$ cat src/fetch_types_pkg.sv
/*
  fetch side types and sizes for the RV32 front end
  no compressed instructions, every slot is one 32-bit word
  fetch_buffer_depth must stay a power of two
*/
package fetch_types_pkg;

  // slots per fetched line
  localparam int fetch_width = 4;

  // first fetch address out of reset
  localparam logic [31:0] reset_pc = 32'h0000_1000;

  // major opcodes that end a fetch line when predicted taken
  localparam logic [6:0] rv32_op_branch = 7'b1100011;
  localparam logic [6:0] rv32_op_jal = 7'b1101111;
  localparam logic [6:0] rv32_op_jalr = 7'b1100111;

  // bimodal table, indexed by pc[7:2]
  localparam int bht_entries = 64;
  localparam int bht_index_bits = $clog2(bht_entries);

  // target buffer, indexed by pc[5:2], full pc as tag
  localparam int btb_entries = 16;
  localparam int btb_index_bits = $clog2(btb_entries);

  // packets held between fetch and decode
  localparam int fetch_buffer_depth = 4;
  localparam int buffer_ptr_bits = $clog2(fetch_buffer_depth);

  // one instruction slot of a fetch packet
  typedef struct packed {
    logic        valid;
    logic [31:0] pc;
    logic [31:0] inst;
    logic        pred_taken;
    // zero unless pred_taken
    logic [31:0] pred_addr;
  } fetch_slot_t;

  // slot 0 holds the lowest address
  typedef fetch_slot_t [fetch_width-1:0] fetch_packet_t;

endpackage
$ cat src/fetch_buffer.sv
/*
  circular FIFO of fetch packets in front of decode
  flush empties it in one cycle, a write in the same cycle is lost
*/
`timescale 1ns/1ns

module fetch_buffer (
  input  logic                            clock,
  input  logic                            reset,
  input  logic                            flush,
  input  fetch_types_pkg::fetch_packet_t  in_packet,
  input  logic                            in_valid,
  output logic                            in_ready,
  output fetch_types_pkg::fetch_packet_t  out_packet,
  output logic                            out_valid,
  input  logic                            out_ready
);

  import fetch_types_pkg::*;

  fetch_packet_t mem [fetch_buffer_depth];
  logic [buffer_ptr_bits-1:0] rd_ptr;
  logic [buffer_ptr_bits-1:0] wr_ptr;
  // one extra bit to tell full from empty
  logic [buffer_ptr_bits:0]   count;
  logic full;
  logic push;
  logic pop;

  assign full = count[buffer_ptr_bits];
  assign wr_ptr = rd_ptr + count[buffer_ptr_bits-1:0];
  assign out_valid = (count != '0);
  assign out_packet = mem[rd_ptr];
  assign pop = out_valid && out_ready;
  // full but decode frees the head this cycle
  assign in_ready = !full || pop;
  assign push = in_valid && in_ready;

  always_ff @(posedge clock) begin
    if (reset || flush) begin
      rd_ptr <= '0;
      count <= '0;
    end else begin
      if (pop) begin
        rd_ptr <= rd_ptr + 1'b1;
      end
      if (push && !pop) begin
        count <= count + 1'b1;
      end else if (pop && !push) begin
        count <= count - 1'b1;
      end
    end
  end

  always_ff @(posedge clock) begin
    if (push) begin
      mem[wr_ptr] <= in_packet;
    end
  end

  // refused packet stays with the request stage
  assert property (@(posedge clock) disable iff (reset)
    (in_valid && full && !pop && !flush) |=> (in_valid && $stable(in_packet)))
    else $error("packet taken or lost while the buffer was full");

endmodule

$ cat config.mk
export PLATFORM = sky130hd
export DESIGN_NAME = fetch_buffer
export DESIGN_NICKNAME = d
export VERILOG_FILES = /design/src/fetch_types_pkg.sv /design/src/fetch_buffer.sv
export SDC_FILE = /design/constraint.sdc
export NUM_CORES = 1
export LEC_CHECK = 0
export BUFFER_PORTS_ARGS = -buffer_cell sky130_fd_sc_hd__buf_2
export CORE_MARGIN = 5
export CORE_UTILIZATION = 57
export CTS_BUF_LIST = sky130_fd_sc_hd__clkbuf_8 sky130_fd_sc_hd__clkbuf_16
export DETAILED_ROUTE_END_ITERATION = 10
export GPL_ROUTABILITY_DRIVEN = 0
export PLACE_DENSITY = 0.79
export SYNTH_ARGS = -nofsm -noshare
export SYNTH_HDL_FRONTEND = slang
export SYNTH_SLANG_ARGS = --single-unit
$ cat constraint.sdc
create_clock -name clock -period 52.5 [get_ports clock]
set_clock_uncertainty 0.1 [all_clocks]
set_input_delay 15.75 -clock clock [delete_from_list [all_inputs] [get_ports clock]]
set_output_delay 15.75 -clock clock [all_outputs]
set_load 0.02 [all_outputs]
### Word level (Yosys, flattened, before mapping)

Memory sizes are Yosys's and may differ from the RTL's. A register that Yosys moved wholly into a read port is not among the register bits.
Index checks and enable logic that the tools add are counted.

| storage, ports and cells | value |
|---|---|
| memories kept | 1 |
| input bits | 397 |
| RAM bits | 1,568 |
| ROM bits | 0 |
| logic and storage cells | 24 |
| register bits | 5 |
| bits in latches | 0 |

Memories:

| name | words | width | read ports | clocked after Yosys merged registers in | write ports | line | RTL |
|---|---|---|---|---|---|---|---|
| mem | 4 | 392 | 1 | 1 | 1 | fetch_buffer.sv:21 | `fetch_packet_t mem [fetch_buffer_depth];` |

| operators by class | value |
|---|---|
| equal/unequal tests | 0 |
| divide/modulo/power cells | 0 |
| reductions and logical operators | 11 |
| bitwise logic cells | 0 |
| muxes and demuxes | 6 |
| add/sub/neg operators | 4 |
| shift operators | 0 |
| magnitude comparators | 0 |
| $mul | 0 |

Operators by type and width:

| kind | count |
|---|---|
| 3-bit two-way mux | 2 |
| 1-bit logical AND | 4 |
| 2-bit two-way mux | 2 |
| 3-bit by 1-bit adder with 3-bit output (second input constant) | 1 |
| 1-bit logical NOT | 3 |
| 3-bit nonzero test | 1 |
| 3-bit by 1-bit subtractor with 3-bit output (second input constant) | 1 |
| 2-bit by 1-bit adder with 2-bit output (second input constant) | 1 |
| 2-bit adder | 1 |
| 1-bit logical OR | 2 |
| 1-bit two-way mux | 2 |
| 2-bit nonzero test | 1 |

### Depth between registers and ports, before layout

| logic depth | value |
|---|---|
| word-level depth | 8 |
| gate-level depth with buffers | 9 |
| mapped depth without buffers | 9 |

### Worst setup path before layout

OpenSTA, ideal clock, no wires.

| timing | value |
|---|---|
| kind | input to register |
| from | input out_ready |
| to | memory mem[0][0] (netlist name) (enable) |
| path buffers | 0 |
| arrival | 42,627 ps |
| path slack | 8,146 ps |
| stages on the path | 3 |
| cells stage by stage | nand2b_1 nand2_1 nor3_1 |

| between the ends | value |
|---|---|
| longest elaborated chain between the ends | 5 |

RTL lines:

| element | line | RTL |
|---|---|---|
| start, declared | fetch_buffer.sv:16 | `input logic out_ready` |
| 1-bit logical AND | fetch_buffer.sv:34 | `assign pop = out_valid && out_ready;` |
| 1-bit logical OR | fetch_buffer.sv:36 | `assign in_ready = !full \|\| pop;` |
| 1-bit logical AND | fetch_buffer.sv:37 | `assign push = in_valid && in_ready;` |
| 1-bit two-way mux | fetch_buffer.sv:56 | `if (push) begin` |
| 1-bit two-way mux (implied by the code) | fetch_buffer.sv:57 | `mem[wr_ptr] <= in_packet;` |
| end, declared | fetch_buffer.sv:21 |  |

No other way between the ends.

### Worst setup path in the final report

| timing | value |
|---|---|
| from | input out_ready |
| to | output in_ready |

| between the ends | value |
|---|---|
| longest elaborated chain between the ends | 2 |

RTL lines:

| element | line | RTL |
|---|---|---|
| 1-bit logical AND | fetch_buffer.sv:34 |  |
| 1-bit logical OR | fetch_buffer.sv:36 |  |
| end, declared | fetch_buffer.sv:13 | `output logic in_ready,` |

No other way between the ends.

==> metrics <==
fmax=31.1 MHz; area of the die=107,000 µm²; drt pass-1 iters=7; GR Overflow Total=0; crit path cell chain=buf_2 > nand2b_1 > buf_2; fin worst setup slack=20,390 ps; Post-Syn Nets=2,486; total power per unit cell area=41.6 nW/µm²; Cell Rows=116; fillers=5,868; peak supply drop=0.0338 mV; Post-Syn Area per Cell=27.5 µm²; CTS Hold Bufs=0; DRT iter0 DRCs=2,388; leakage=22.3 nW; Max Slew Vio Count=0; vias in the first global route=28,517; clk sink count=1,575; Vias=26,565; largest net degree at the start of global routing=148; area delta synth->final=17.1%; RR Endpoint=mem[3][270]; # Post-CTS Setup Buffers=0; core box area=100,000 µm²; port bufs=790; Worst-path clk slew=70 ps; Min-Delay Path Class=register to register; most frequent cells in the layout=1,568 x edfxtp_1, 790 x buf_2, 392 x mux4_2, 157 x clkbuf_16, 40 x clkinv_1; sum of negative setup slack=0 ps; Die H=327 µm; DR vias/cell=5.98; Antenna Violating Nets Remaining=0; post_cts resized=0; Setup WS pre-CTS=20,410 ps; fin nets=3,372; dominant combinational cell family by area after synthesis=multiplexers; H-tree depth=4; final setup fails=0; Critical path origin=out_ready; sequential element share of the synthesized area=0.823; status=finished clean; unrepaired setup endpoints after global routing=no; Tot Pwr=2.80 mW; CTS Buf Count=150; Synth Instances=2,086; Worst path max stage delay=200 ps; Seq cells post-synth=1,575; Setup crit start kind=input pin; Worst R2R Start=count[0]; layout cell share with drive strength beyond 1=0.460; simple-gate portion of the synthesized area=0.00122; element type at the critical path end=primary output; reg-to-reg slack, setup=47,020 ps; Max Cap Viol=0; Root Buffer=clkbuf_16; XOR/XNOR share of the synthesized area=0.00107; Critical Path AT=16,260 ps; Compound-Gate Fraction of Synth Area=0.000502; Tmin final=32,110 ps; residual DRC count=0; Most Frequent Cell on Critical Path=buf_2; worst setup path endpoint=in_ready; dpl cells=4,118; CTS tree=yes; Crit path required time=36,650 ps; WL per Instance=29.6 µm; CTS Buffer Depth=3; Netlist Area Pre-Place=57,400 µm²; CP Class=input pin to primary output; tightest hold margin=505 ps; GRT Util Overall=0.244; slew margin rel.=0.130; Hold Vio Cnt, Final=0; initial antenna violation count=80; Post-Route WL=132,000 µm; commonest non-fill, non-tap cell in the layout=edfxtp_1; die width=327 µm; I/O pins=791; CP Max Fanout=3; Layout Cells excl Fill=4,444; fin crit share=0.612; Synth warnings=0; Reg2Reg Depth=7; detailed placement HPWL=77,000 µm; first-pass GRT wire length=190,000 µm; Synth cell types=24; Synth Area in Adders=0.000785; clock latency on the worst-skew pair=750 ps; worst slew pin tran=1300 ps; portion of netlist area occupied by mux cells=0.154; crit path max-delay cell type=nand2b_1; Starting Density=0.574
cell usage after synthesis, drive strengths merged:
cell type  number  area share
nand3           1    0.000087
edfxtp       1568        0.82
o31ai           1     0.00013
ha              2     0.00044
fa              1     0.00035
xnor2           2     0.00031
nor3            7     0.00061
nor2            2     0.00013
dfxtp           7      0.0024
clkbuf          4     0.00026
mux2i           1     0.00017
inv             2     0.00013
nand2           1    0.000065
o311ai          1     0.00015
buf            84       0.018
or3             2     0.00022
xor2            5     0.00076
mux4          392        0.15
a211oi          1     0.00013
nand2b          1     0.00011
o21ai           1    0.000087
area by class of cell:
type                       instances  area (µm²)  share of cell area
sequential                      1575       47200               0.703
tap                             1298        1620              0.0242
multi-input combinational        421        9070               0.135
antenna                           53         133             0.00198
clock buffer                     157        3930              0.0585
timing repair buffer             822        4260              0.0634
clock inverter                   116         895              0.0133
inverter                           2        7.51            0.000112
per-stage QoR:
step | utilization | cell area [µm²]
final | 0.671 | 67100
after global routing | 0.671 | 67100
after CTS | 0.670 | 67000
after detailed placement | 0.622 | 62200
after global placement | 0.622 | 62200
after floorplan | - | 57400
cell families (layout without fill, tap and decap cells):
kind of cell / after synthesis / after routing
flip-flops: 1575 / 1575
multiplexers: 393 / 393
buffers and inverters: 90 / 1097
AND/OR/NAND/NOR: 14 / 14
XOR/XNOR: 7 / 7
AO/OA/AOI/OAI: 4 / 4
adder cells (fa/ha/maj): 3 / 3
other: 0 / 53
where the power goes:
part | switching (mW) | internal (mW) | leakage [nW]
clock | 0.447 | 0.605 | 2.49
combinational | 0.167 | 0.0894 | 5.36
sequential | 0.0209 | 1.47 | 14.4
total | 0.635 | 2.16 | 22.3
how the worst min path moves through the flow:
stage | from | slack [ps] | to | depth (start not counted)
final | count[2] | 510 | count[2] | 2
after floorplan | count[2] | 390 | count[2] | 2
after CTS | count[2] | 490 | count[2] | 2
after global routing | count[2] | 510 | count[2] | 2
after global placement | count[2] | 420 | count[2] | 2
after detailed placement | count[2] | 480 | count[2] | 2
state kept, by name, summed over array words and instances, names as in the netlist, named ones only:
name    count
rd_ptr      2
count       3
mem      1568
layer usage:
| layer | global-route usage | vias to the layer above | wire [µm] |
|---|---|---|---|
| li1 | - | 10991 | - |
| met1 | 0.280 | 13788 | 42400 |
| met2 | 0.411 | 1411 | 68100 |
| met3 | 0.0949 | 319 | 14600 |
| met4 | 0.111 | 56 | 6080 |
| met5 | 0 | - | 356 |
critical path: cells and delay by family:
kind	cells	cell delay, ps
buffers and inverters	2	310
and+or+nand+nor	1	200
Power figures use the tool's default switching activity.
